<file path="config.mk">
export PLATFORM = sky130hd
export DESIGN_NAME = erx_deframer
export DESIGN_NICKNAME = d
export VERILOG_FILES = /design/src/design/erx_pkg.sv /design/src/design/erx_frame_fsm.sv /design/src/design/erx_slot_counter.sv /design/src/design/erx_sample_assembler.sv /design/src/design/erx_packet_mapper.sv /design/src/design/erx_deframer.sv
export VERILOG_INCLUDE_DIRS = /design/src /design/src/design
export SDC_FILE = /design/constraint.sdc
export NUM_CORES = 1
export LEC_CHECK = 0
export ABC_AREA = 0
export BUFFER_PORTS_ARGS = -buffer_cell sky130_fd_sc_hd__buf_2
export CAP_MARGIN = 40
export CORE_ASPECT_RATIO = 0.8
export CORE_UTILIZATION = 45
export CTS_CLUSTER_DIAMETER = 40
export CTS_CLUSTER_SIZE = 24
export DETAILED_ROUTE_END_ITERATION = 8
export GPL_TIMING_DRIVEN = 0
export PLACE_DENSITY_LB_ADDON = 0.08
export SETUP_SLACK_MARGIN = 0.3
export SLEW_MARGIN = 25
export SYNTH_ARGS = -nofsm -noshare
export SYNTH_HDL_FRONTEND = slang
export SYNTH_SLANG_ARGS = --single-unit
</file>
<file path="constraint.sdc">
create_clock -name rx_lclk -period 4.2 [get_ports rx_lclk]
set_clock_uncertainty 0.15 [all_clocks]
set_input_delay 0.42 -clock rx_lclk [delete_from_list [all_inputs] [get_ports rx_lclk]]
set_output_delay 0.42 -clock rx_lclk [all_outputs]
set_load 0.01 [all_outputs]
</file>
<file path="src/design/erx_defines.svh">
`ifndef ERX_DEFINES_SVH
`define ERX_DEFINES_SVH

//################################################
//# link format
//################################################

`define ERX_WORD_W      16    // one ddr word per rx_lclk edge
`define ERX_SLOTS       7     // words in a full packet
`define ERX_SAMPLE_W    112   // ERX_SLOTS * ERX_WORD_W

// emesh transaction
`define ERX_PW          104

// burst packets refill from slot 3 upward
// slots 0 to 2 keep the header of the packet before
`define ERX_BURST_SLOT  3

`endif

</file>
<file path="src/design/erx_pkg.sv">
`default_nettype none

`include "erx_defines.svh"

package erx_pkg;

   // one word as registered off the ddr sampler
   typedef logic [`ERX_WORD_W-1:0]   word_t;

   // one-hot write pointer, bit k selects slot k
   typedef logic [`ERX_SLOTS-1:0]    slot_t;

   // raw sample, slot k at bits 16k+15 down to 16k
   typedef logic [`ERX_SAMPLE_W-1:0] sample_t;

   // reordered transaction
   // srcaddr, data, dstaddr, ctrlmode, datamode, write, access
   // from msb down
   typedef logic [`ERX_PW-1:0]       packet_t;

endpackage

`default_nettype wire

</file>
<file path="src/design/erx_frame_fsm.sv">
`timescale 1ns/10ps
`default_nettype none

`include "erx_defines.svh"

module erx_frame_fsm
(
   input  wire              rx_lclk,
   input  wire              erx_io_nreset,
   input  wire              frame_q,       // registered frame level
   input  wire erx_pkg::slot_t slot,       // write pointer from counter
   output logic             slot_clear,    // back to slot 0
   output logic             slot_reload,   // jump to burst slot
   output logic             access,        // one cycle per full packet
   output logic             burst          // held per packet
);

   typedef enum logic [1:0]
   {
      st_idle,    // frame low
      st_first,   // first packet of the frame in flight
      st_burst    // every later packet is a burst
   } state_t;

   state_t state;
   logic   last_slot;

   //################################################
   //# pointer steering
   //################################################

   assign last_slot   = slot[`ERX_SLOTS-1];    // only the top bit matters here
   assign slot_clear  = ~frame_q;              // restart on every low cycle
   assign slot_reload = last_slot & frame_q;   // packet done, frame still up

   //################################################
   //# frame state
   //################################################

   always_ff @(posedge rx_lclk or negedge erx_io_nreset)
   begin
      if (!erx_io_nreset)
         state <= st_idle;
      else if (!frame_q)
         state <= st_idle;                     // frame dropped
      else
      begin
         case (state)
            st_idle  : state <= st_first;
            st_first : if (access) state <= st_burst;   // first packet out
            default  : state <= st_burst;               // stay until frame drops
         endcase
      end
   end

   // access lines up with the last word landing in the sample
   // burst is sampled once per packet so it stays put for the mapper
   always_ff @(posedge rx_lclk or negedge erx_io_nreset)
   begin
      if (!erx_io_nreset)
      begin
         access <= 1'b0;
         burst  <= 1'b0;
      end
      else
      begin
         access <= slot_reload;
         if (slot_reload)
            burst <= (state == st_burst);      // 0 for first packet
         else if (!frame_q)
            burst <= 1'b0;
      end
   end

   // even a burst needs four slots, so no two access cycles in a row
   a_access_pulse : assert property (@(posedge rx_lclk) disable iff (!erx_io_nreset)
      access |=> !access);

endmodule

`default_nettype wire

</file>
<file path="src/design/erx_slot_counter.sv">
`timescale 1ns/10ps
`default_nettype none

`include "erx_defines.svh"

module erx_slot_counter
(
   input  wire              rx_lclk,
   input  wire              erx_io_nreset,
   input  wire              slot_clear,    // frame low
   input  wire              slot_reload,   // last slot with frame high
   output erx_pkg::slot_t   slot           // one-hot once the frame has been low
);

   import erx_pkg::*;

   //################################################
   //# one-hot write pointer
   //################################################

   // clear wins over reload
   // fsm never raises both together
   // stays all zero after reset until the frame first goes low
   always_ff @(posedge rx_lclk or negedge erx_io_nreset)
   begin
      if (!erx_io_nreset)
         slot <= '0;
      else if (slot_clear)
         slot <= slot_t'(1);                            // new frame starts at slot 0
      else if (slot_reload)
         slot <= slot_t'(1) << `ERX_BURST_SLOT;         // anticipate burst
      else
         slot <= {slot[`ERX_SLOTS-2:0], 1'b0};          // next word
   end

   // a shift out of slot 6 without reload would leave no lane selected
   // once a lane is selected there is always exactly one
   a_slot_onehot : assert property (@(posedge rx_lclk) disable iff (!erx_io_nreset)
      (slot != '0) |=> $onehot(slot));

endmodule

`default_nettype wire

</file>
<file path="src/design/erx_sample_assembler.sv">
`timescale 1ns/10ps
`default_nettype none

`include "erx_defines.svh"

module erx_sample_assembler
(
   input  wire              rx_lclk,
   input  wire              erx_io_nreset,
   input  wire              rx_frame,      // frame level from the pins
   input  wire erx_pkg::word_t rx_word,    // ddr word from the pins
   input  wire erx_pkg::slot_t slot,       // lane to write this cycle
   output logic             frame_q,       // frame, one register later
   output erx_pkg::sample_t sample         // 112 bit raw sample
);

   import erx_pkg::*;

   word_t word_q;                          // word, aligned with frame_q

   //################################################
   //# input register
   //################################################

   // frame is control, it drives the pointer
   always_ff @(posedge rx_lclk or negedge erx_io_nreset)
   begin
      if (!erx_io_nreset)
         frame_q <= 1'b0;
      else
         frame_q <= rx_frame;
   end

   always_ff @(posedge rx_lclk)
      word_q <= rx_word;                   // plain data path

   //################################################
   //# sample lanes
   //################################################

   // unselected lanes hold, so a burst keeps slots 0 to 2
   always_ff @(posedge rx_lclk)
   begin
      for (int k = 0; k < `ERX_SLOTS; k++)
      begin
         if (slot[k])
            sample[k*`ERX_WORD_W +: `ERX_WORD_W] <= word_q;
      end
   end

endmodule

`default_nettype wire

</file>
<file path="src/design/erx_packet_mapper.sv">
`timescale 1ns/10ps
`default_nettype none

module erx_packet_mapper
(
   input  wire              rx_lclk,
   input  wire              erx_io_nreset,
   input  wire              access,        // full sample ready
   input  wire              burst,         // packet is a burst follower
   input  wire erx_pkg::sample_t sample,   // raw 112 bit sample
   output logic             rx_access,     // one cycle strobe
   output logic             rx_burst,      // valid with rx_access, then held
   output erx_pkg::packet_t rx_packet      // valid with rx_access, then held
);

   import erx_pkg::*;

   packet_t packet_nxt;                    // reordered sample

   //################################################
   //# 112 bit sample to 104 bit packet
   //################################################

   // multibyte fields arrive big endian, byte lanes swap here
   always_comb
   begin
      packet_nxt[0]       = sample[40];                  // access
      packet_nxt[1]       = sample[41];                  // write
      packet_nxt[3:2]     = sample[43:42];               // datamode
      packet_nxt[7:4]     = sample[15:12];               // ctrlmode
      packet_nxt[39:8]    = {sample[11:8],               // dstaddr, top nibble
                             sample[23:16],
                             sample[31:24],
                             sample[39:32],
                             sample[47:44]};             // low nibble
      packet_nxt[71:40]   = {sample[55:48],              // data
                             sample[63:56],
                             sample[71:64],
                             sample[79:72]};
      packet_nxt[103:72]  = {sample[87:80],              // srcaddr
                             sample[95:88],
                             sample[103:96],
                             sample[111:104]};
   end

   //################################################
   //# output register
   //################################################

   always_ff @(posedge rx_lclk or negedge erx_io_nreset)
   begin
      if (!erx_io_nreset)
      begin
         rx_access <= 1'b0;
         rx_burst  <= 1'b0;
      end
      else
      begin
         rx_access <= access;
         if (access)
            rx_burst <= burst;
      end
   end

   always_ff @(posedge rx_lclk)
   begin
      if (access)
         rx_packet <= packet_nxt;          // holds until next access
   end

   // every lane must have been written before the first strobe
   a_packet_known : assert property (@(posedge rx_lclk) disable iff (!erx_io_nreset)
      rx_access |-> !$isunknown(rx_packet));

endmodule

`default_nettype wire

</file>
<file path="src/design/erx_deframer.sv">
`timescale 1ns/10ps
`default_nettype none

module erx_deframer
(
   input  wire              rx_lclk,
   input  wire              erx_io_nreset,
   input  wire              rx_frame,      // frame level, sampled
   input  wire erx_pkg::word_t rx_word,    // 16 bit word per edge
   output logic             rx_access,     // 2 cycles after last word
   output logic             rx_burst,
   output erx_pkg::packet_t rx_packet
);

   import erx_pkg::*;

   logic    frame_q;                       // registered frame
   logic    slot_clear;
   logic    slot_reload;
   logic    access;
   logic    burst;
   slot_t   slot;                          // write pointer
   sample_t sample;

   //################################################
   //# datapath and control
   //################################################

   erx_sample_assembler u_assembler
   (
      .rx_lclk       (rx_lclk),
      .erx_io_nreset (erx_io_nreset),
      .rx_frame      (rx_frame),
      .rx_word       (rx_word),
      .slot          (slot),
      .frame_q       (frame_q),
      .sample        (sample)
   );

   erx_slot_counter u_counter
   (
      .rx_lclk       (rx_lclk),
      .erx_io_nreset (erx_io_nreset),
      .slot_clear    (slot_clear),
      .slot_reload   (slot_reload),
      .slot          (slot)
   );

   erx_frame_fsm u_fsm
   (
      .rx_lclk       (rx_lclk),
      .erx_io_nreset (erx_io_nreset),
      .frame_q       (frame_q),
      .slot          (slot),
      .slot_clear    (slot_clear),
      .slot_reload   (slot_reload),
      .access        (access),
      .burst         (burst)
   );

   erx_packet_mapper u_mapper
   (
      .rx_lclk       (rx_lclk),
      .erx_io_nreset (erx_io_nreset),
      .access        (access),
      .burst         (burst),
      .sample        (sample),
      .rx_access     (rx_access),
      .rx_burst      (rx_burst),
      .rx_packet     (rx_packet)
   );

endmodule

`default_nettype wire

</file>
== Yosys cells after proc, flatten, opt, wreduce, memory -nomap -nowiden ==
Cells that the tools add are included.
Widths: inputs -> output; s select.

* Register bits: 246
* Input bits: 19
* Output and inout port bits: 106
* Word-level logic and storage cells: 29

* Equal/unequal tests: 4
* Muxes and demuxes: 7
* Bitwise gates (word level): 1
* Reductions and logical operators: 1

{| class="wikitable"
|+ Operator list
! operator !! count
|-
| $mux 7 || 2
|-
| $mux 2 || 2
|-
| $pmux 2 s2 || 1
|-
| $ne 3x2->1 const B || 1
|-
| $eq 2x1->1 const B || 1
|-
| $eq 2x2->1 const B || 1
|-
| $logic_not 2->1 || 1
|-
| $mux 1 || 2
|-
| $ne 2x1->1 const B || 1
|-
| $and 1x1->1 || 1
|}

== Logic depth before layout (Yosys ltp) ==
* Depth in word-level cells: 3
* Mapped depth: 2
* Gate-level depth less buffers: 2

== Modules after synthesis ==
From an unflattened synthesis, not the netlist that was laid out.

* Cells, all modules: 261
* Area total of the unflattened synthesis: 7267.0 µm²

{| class="wikitable"
|+ By module, submodules not included
! module !! instances !! cells each !! area an instance (µm²) !! seq. area each (µm²)
|-
| erx_sample_assembler || 1 || 129 || 3708.6 || 3708.6
|-
| erx_packet_mapper || 1 || 107 || 3188.1 || 3173.0
|-
| erx_slot_counter || 1 || 13 || 222.7 || 175.2
|-
| erx_frame_fsm || 1 || 12 || 147.6 || 100.1
|}

== Worst setup path before layout ==
Ideal clock, no wire load.

* Path type: register to register
* Start point: reg u_fsm.access
* End point: reg u_fsm.state[0]
* Arrival time: 2.972 ns
* Slack: 0.958 ns
* Cell stages (with the launch flop): 3
* Path buffers: 0
* Cells stage by stage: dfrtp_1 a21oi_1 and2_1

* Cells in the longest elaborated chain, start to end: 1

{| class="wikitable"
|+ RTL lines
! item !! line !! RTL
|-
| start, declared || erx_frame_fsm.sv:14 || <nowiki>output logic access,</nowiki>
|-
| start signal, assigned || erx_frame_fsm.sv:67 || <nowiki>access <= slot_reload;</nowiki>
|-
| $ne 3x2->1 (no line) || n/a ||
|-
| end signal, assigned || erx_frame_fsm.sv:43 || <nowiki>state <= st_idle;</nowiki>
|-
| end signal, assigned || erx_frame_fsm.sv:45 || <nowiki>state <= st_idle;</nowiki>
|-
| end signal, assigned || erx_frame_fsm.sv:49 || <nowiki>st_idle : state <= st_first;</nowiki>
|-
| end, declared || erx_frame_fsm.sv:25 || <nowiki>state_t state;</nowiki>
|}

Every way passes these cells.
A chain may end at the register's enable or synchronous reset.

== Worst setup path in the final report ==
* Start point: reg u_fsm.access
* End point: reg u_mapper.rx_packet[50], enable pin

{| class="wikitable"
|+ RTL lines
! item !! line !! RTL
|-
| end signal, assigned || erx_packet_mapper.sv:68 || <nowiki>rx_packet <= packet_nxt;</nowiki>
|-
| end, declared || erx_packet_mapper.sv:13 || <nowiki>output erx_pkg::packet_t rx_packet</nowiki>
|}

No word-level cell between the ends.

==> out/summary.log <==
INFO  sta            achievable-frequency=590.1MHz
INFO  floorplanning  die_area=16110µm²
INFO  floorplanning  io_pins=125
INFO  grt            grt_util_all_layers=14.09%
INFO  yosys          synth.area.mux_share=0.1603%
INFO  yosys          synthesized_net_count=273
INFO  setup_path     worst_path_dominant_cell_family=flip-flops
INFO  yosys          synth_cell_types=12
INFO  floorplanning  die_h=113.7µm
INFO  setup_path     kind_of_launch_point_of_the_worst_setup_path=flip-flop
INFO  setup_path     crit_chain=buf_12, buf_16
INFO  route          first_iter_violations=131
INFO  grt            grt_first_pass_wirelength=16.21mm
INFO  final_layout   multi_input_area=102.6µm²
INFO  yosys          synth_area_in_simple_gates=1.087%
INFO  setup_path     worst_r2r_endpoint=u_mapper.rx_packet[50]
INFO  final_layout   antenna_cells_inserted=0
INFO  clocking       cts_root_buf=sky130_fd_sc_hd__clkbuf_16
INFO  min_path       worstHoldPathType=in -> async
INFO  setup_path     r2r-start=u_fsm.access
INFO  clocking       clock-sinks=238
INFO  grt            pin_count_of_the_biggest_net_entering_global_routing=53
INFO  route          postRouteAntennaNets=0
INFO  setup_path     rr_worst_depth=2
INFO  final_layout   layout-area-overhead-vs-synth=27.70%
INFO  grt            grt_util_met2=21.64%
INFO  grt            grt_util_met3=4.324%
INFO  place          pre_cts_ws=2475ps
INFO  final_layout   drive_above_1_share=40.09%
INFO  yosys          ys_seq_area_share=98.49%
INFO  route          drt_pre_antenna_iters=4
INFO  clocking       tritoncts_buffers=23
INFO  power_and_ir_drop worst_voltage_drop_across_the_vdd_grid=0.3729mV
INFO  clocking       clock_pin_slew_on_the_worst_setup_and_hold_paths=70ps
INFO  floorplanning  initial_utilization=46.47%
INFO  sta            layout_min_cycle_time=1695ps
INFO  route          post-route-drc-count=0
INFO  final_layout   final_core_utilization=59.34%
INFO  setup_path     reg2reg_slack=2510ps
INFO  setup_path     critical_path.n_buffers_inverters=2
INFO  setup_path     timing.critical_path.required=4230ps
INFO  route          vias_after_detailed_routing=2893
INFO  setup_path     worst_setup_path_end_kind=flip-flop
INFO  grt            grt-ovfl-total=0
INFO  sta            final-max-slew-violation-count=0
INFO  yosys          combinational_family_with_the_most_area_after_synthesis=simple AND/OR/NAND/NOR gates
INFO  yosys          mappedNetlistArea=7023µm²
INFO  setup_path     crit_slowest_cell=sky130_fd_sc_hd__dfrtp_4
INFO  power_and_ir_drop p_leak=3.236nW
INFO  final_layout   final_net_count=446
INFO  clocking       cts_buffer_depth=3
INFO  outcome        outcome=completed
INFO  clocking       tritoncts=built
INFO  job            timing.max_cap.violations=0
INFO  setup_path     crit_type=reg -> reg
INFO  sta            finalHoldViolCount=0
INFO  route          vias_per_cell=4.424
INFO  setup_path     slowest_delay=680ps
INFO  grt            grt_antenna_before_repair=0
INFO  setup_path     cp.arrival=1730ps
INFO  sta            rsz0062_at_grt=false
INFO  grt            grt_pass1_vias=2799
INFO  power_and_ir_drop p_per_area=518.2nW/µm²
INFO  clocking       clock_tree.htree_level_count=1
INFO  sta            finalSetupViolations=0
INFO  sta            tightestPinTransition=620.1ps
INFO  place          finalWeightedCongestion=0.7069
INFO  yosys          synthAdderAreaFrac=0%
INFO  yosys          synthesis.yosys.warnings=0
INFO  setup_path     crit_fanout=52
INFO  floorplanning  fp.dieW=141.7µm
INFO  place          portBuffers=124
INFO  power_and_ir_drop power.total=0.004647W
INFO  floorplanning  placementRows=40
INFO  floorplanning  core=15110µm²
INFO  sta            fin_crit_sh=40.35%
INFO  grt            grtUsageMet1=19.46%
INFO  yosys          synth_compound_gate_area_share=0.2138%
INFO  route          avgRoutedWirePerCell=16.89µm
INFO  sta            smallest_setup_slack_after_layout=2505ps
INFO  place          hpwlAfterDp=6.571mm
INFO  sta            tns=0ps
INFO  sta            whs=192.5ps
INFO  yosys          synth.ff_latch_count=238
INFO  final_layout   filler_cell_count=1131
INFO  grt            gr-max-usage-layer=met2
INFO  yosys          postSynthAreaPerCell=27.65µm²
INFO  clocking       clock_latency=500ps
INFO  yosys          synth_xor_xnor_area_share=0%
INFO  route          detail_route.wirelength=11.05mm
INFO  clocking       cts_setup_buffers=0
INFO  yosys          synthCells=254
INFO  final_layout   sequential_cell_area=6923µm²
INFO  sta            relSlewSlack=58.66%
==> metrics by stage <==
step | std cells | cell area, µm²
finish | 654 | 8969
global route | 654 | 8969
CTS | 654 | 8969
detailed placement | 594 | 8020
global placement | 588 | 7906
floorplan | 254 | 7023
==> sequential cells by signal, summed over array words and instances (netlist names) <==
name,cells
u_counter.slot,7
u_mapper.rx_access,1
u_fsm.access,1
u_mapper.rx_packet,104
u_fsm.state,2
u_assembler.word_q,16
u_fsm.burst,1
u_assembler.sample,104
u_assembler.frame_q,1
u_mapper.rx_burst,1
==> placed cells by master (no fill, tap or decap), drive strengths merged, types with 2 or more instances in the layout <==
cell type and instances:
dlygate4sd3 18, clkinvlp 3, clkbuf 23, dfrtp 14, and2 7, clkinv 12, inv 5, buf 130
nor2b 2, dfxtp 16, edfxtp 208, nor2 3
==> where the power goes <==
group,internal (W),leakage [nW],switching [W]
Clock,0.00106,0.367,0.000920
Combinational,0.0000230,0.664,0.0000171
Sequential,0.00260,2.20,0.0000297
Total,0.00368,3.24,0.000967
==> worst max path at each step <==
| stage | startpoint | end | slack (ps) | cells after the start |
|---|---|---|---|---|
| after floorplan | u_fsm.access | u_fsm.state[0] | 960 | 2 |
| after detailed placement | u_fsm.access | u_mapper.rx_packet[13] | 2470 | 2 |
| after global routing | u_fsm.access | u_mapper.rx_packet[50] | 2400 | 2 |
| after CTS | u_fsm.access | u_mapper.rx_packet[50] | 2460 | 2 |
| final | u_fsm.access | u_mapper.rx_packet[50] | 2510 | 2 |
| after global placement | u_fsm.access | u_fsm.state[0] | 9 | 2 |
==> kinds of logic (layout without fill, tap and decap cells) <==
group	Yosys count	in the layout
flops	238	238
buf+inv	1	191
mux	1	1
compound gates	2	2
simple gates	12	12
==> cell usage after synthesis <==
cell	instances	share of area, %
sky130_fd_sc_hd__edfxtp_1	208	89
sky130_fd_sc_hd__dfxtp_1	16	4.6
sky130_fd_sc_hd__dfrtp_1	14	5.0
sky130_fd_sc_hd__and2_1	6	0.53
sky130_fd_sc_hd__nor2_1	3	0.16
sky130_fd_sc_hd__a21oi_1	1	0.071
sky130_fd_sc_hd__a32o_1	1	0.14
sky130_fd_sc_hd__and2_2	1	0.11
sky130_fd_sc_hd__inv_1	1	0.053
sky130_fd_sc_hd__mux2_2	1	0.16
sky130_fd_sc_hd__nor2b_1	1	0.089
sky130_fd_sc_hd__nor2b_4	1	0.20
==> worst register-to-register path, delay by kind of cell (launching register included) <==
| kind | cells | cell delay, ps |
|---|---|---|
| buf+inv | 2 | 540 |
| flops | 1 | 680 |
==> what timing repair did <==
action / 4_1_cts / 5_1_grt
resized for setup: 0 / 0
hold endpoints to repair: 31 / 0
setup endpoints to repair: 0 / 0
hold buffers: 18 / 0
==> layout make-up <==
type | count | area share [%]
Inverter | 1 | 0.04185
Tap cell | 210 | 2.930
Clock inverter | 19 | 2.148
Clock buffer | 23 | 6.417
Multi-Input combinational cell | 15 | 1.144
Sequential cell | 238 | 77.19
Timing Repair Buffer | 148 | 10.13
==> layer usage <==
metal  up-vias  routed length (µm)
li1       1365                   -
met1      1411                4987
met2        93                5070
met3        24                 769
met4         0                 221
met5         -                   0
Note: power is estimated with default switching activity, not from simulation.
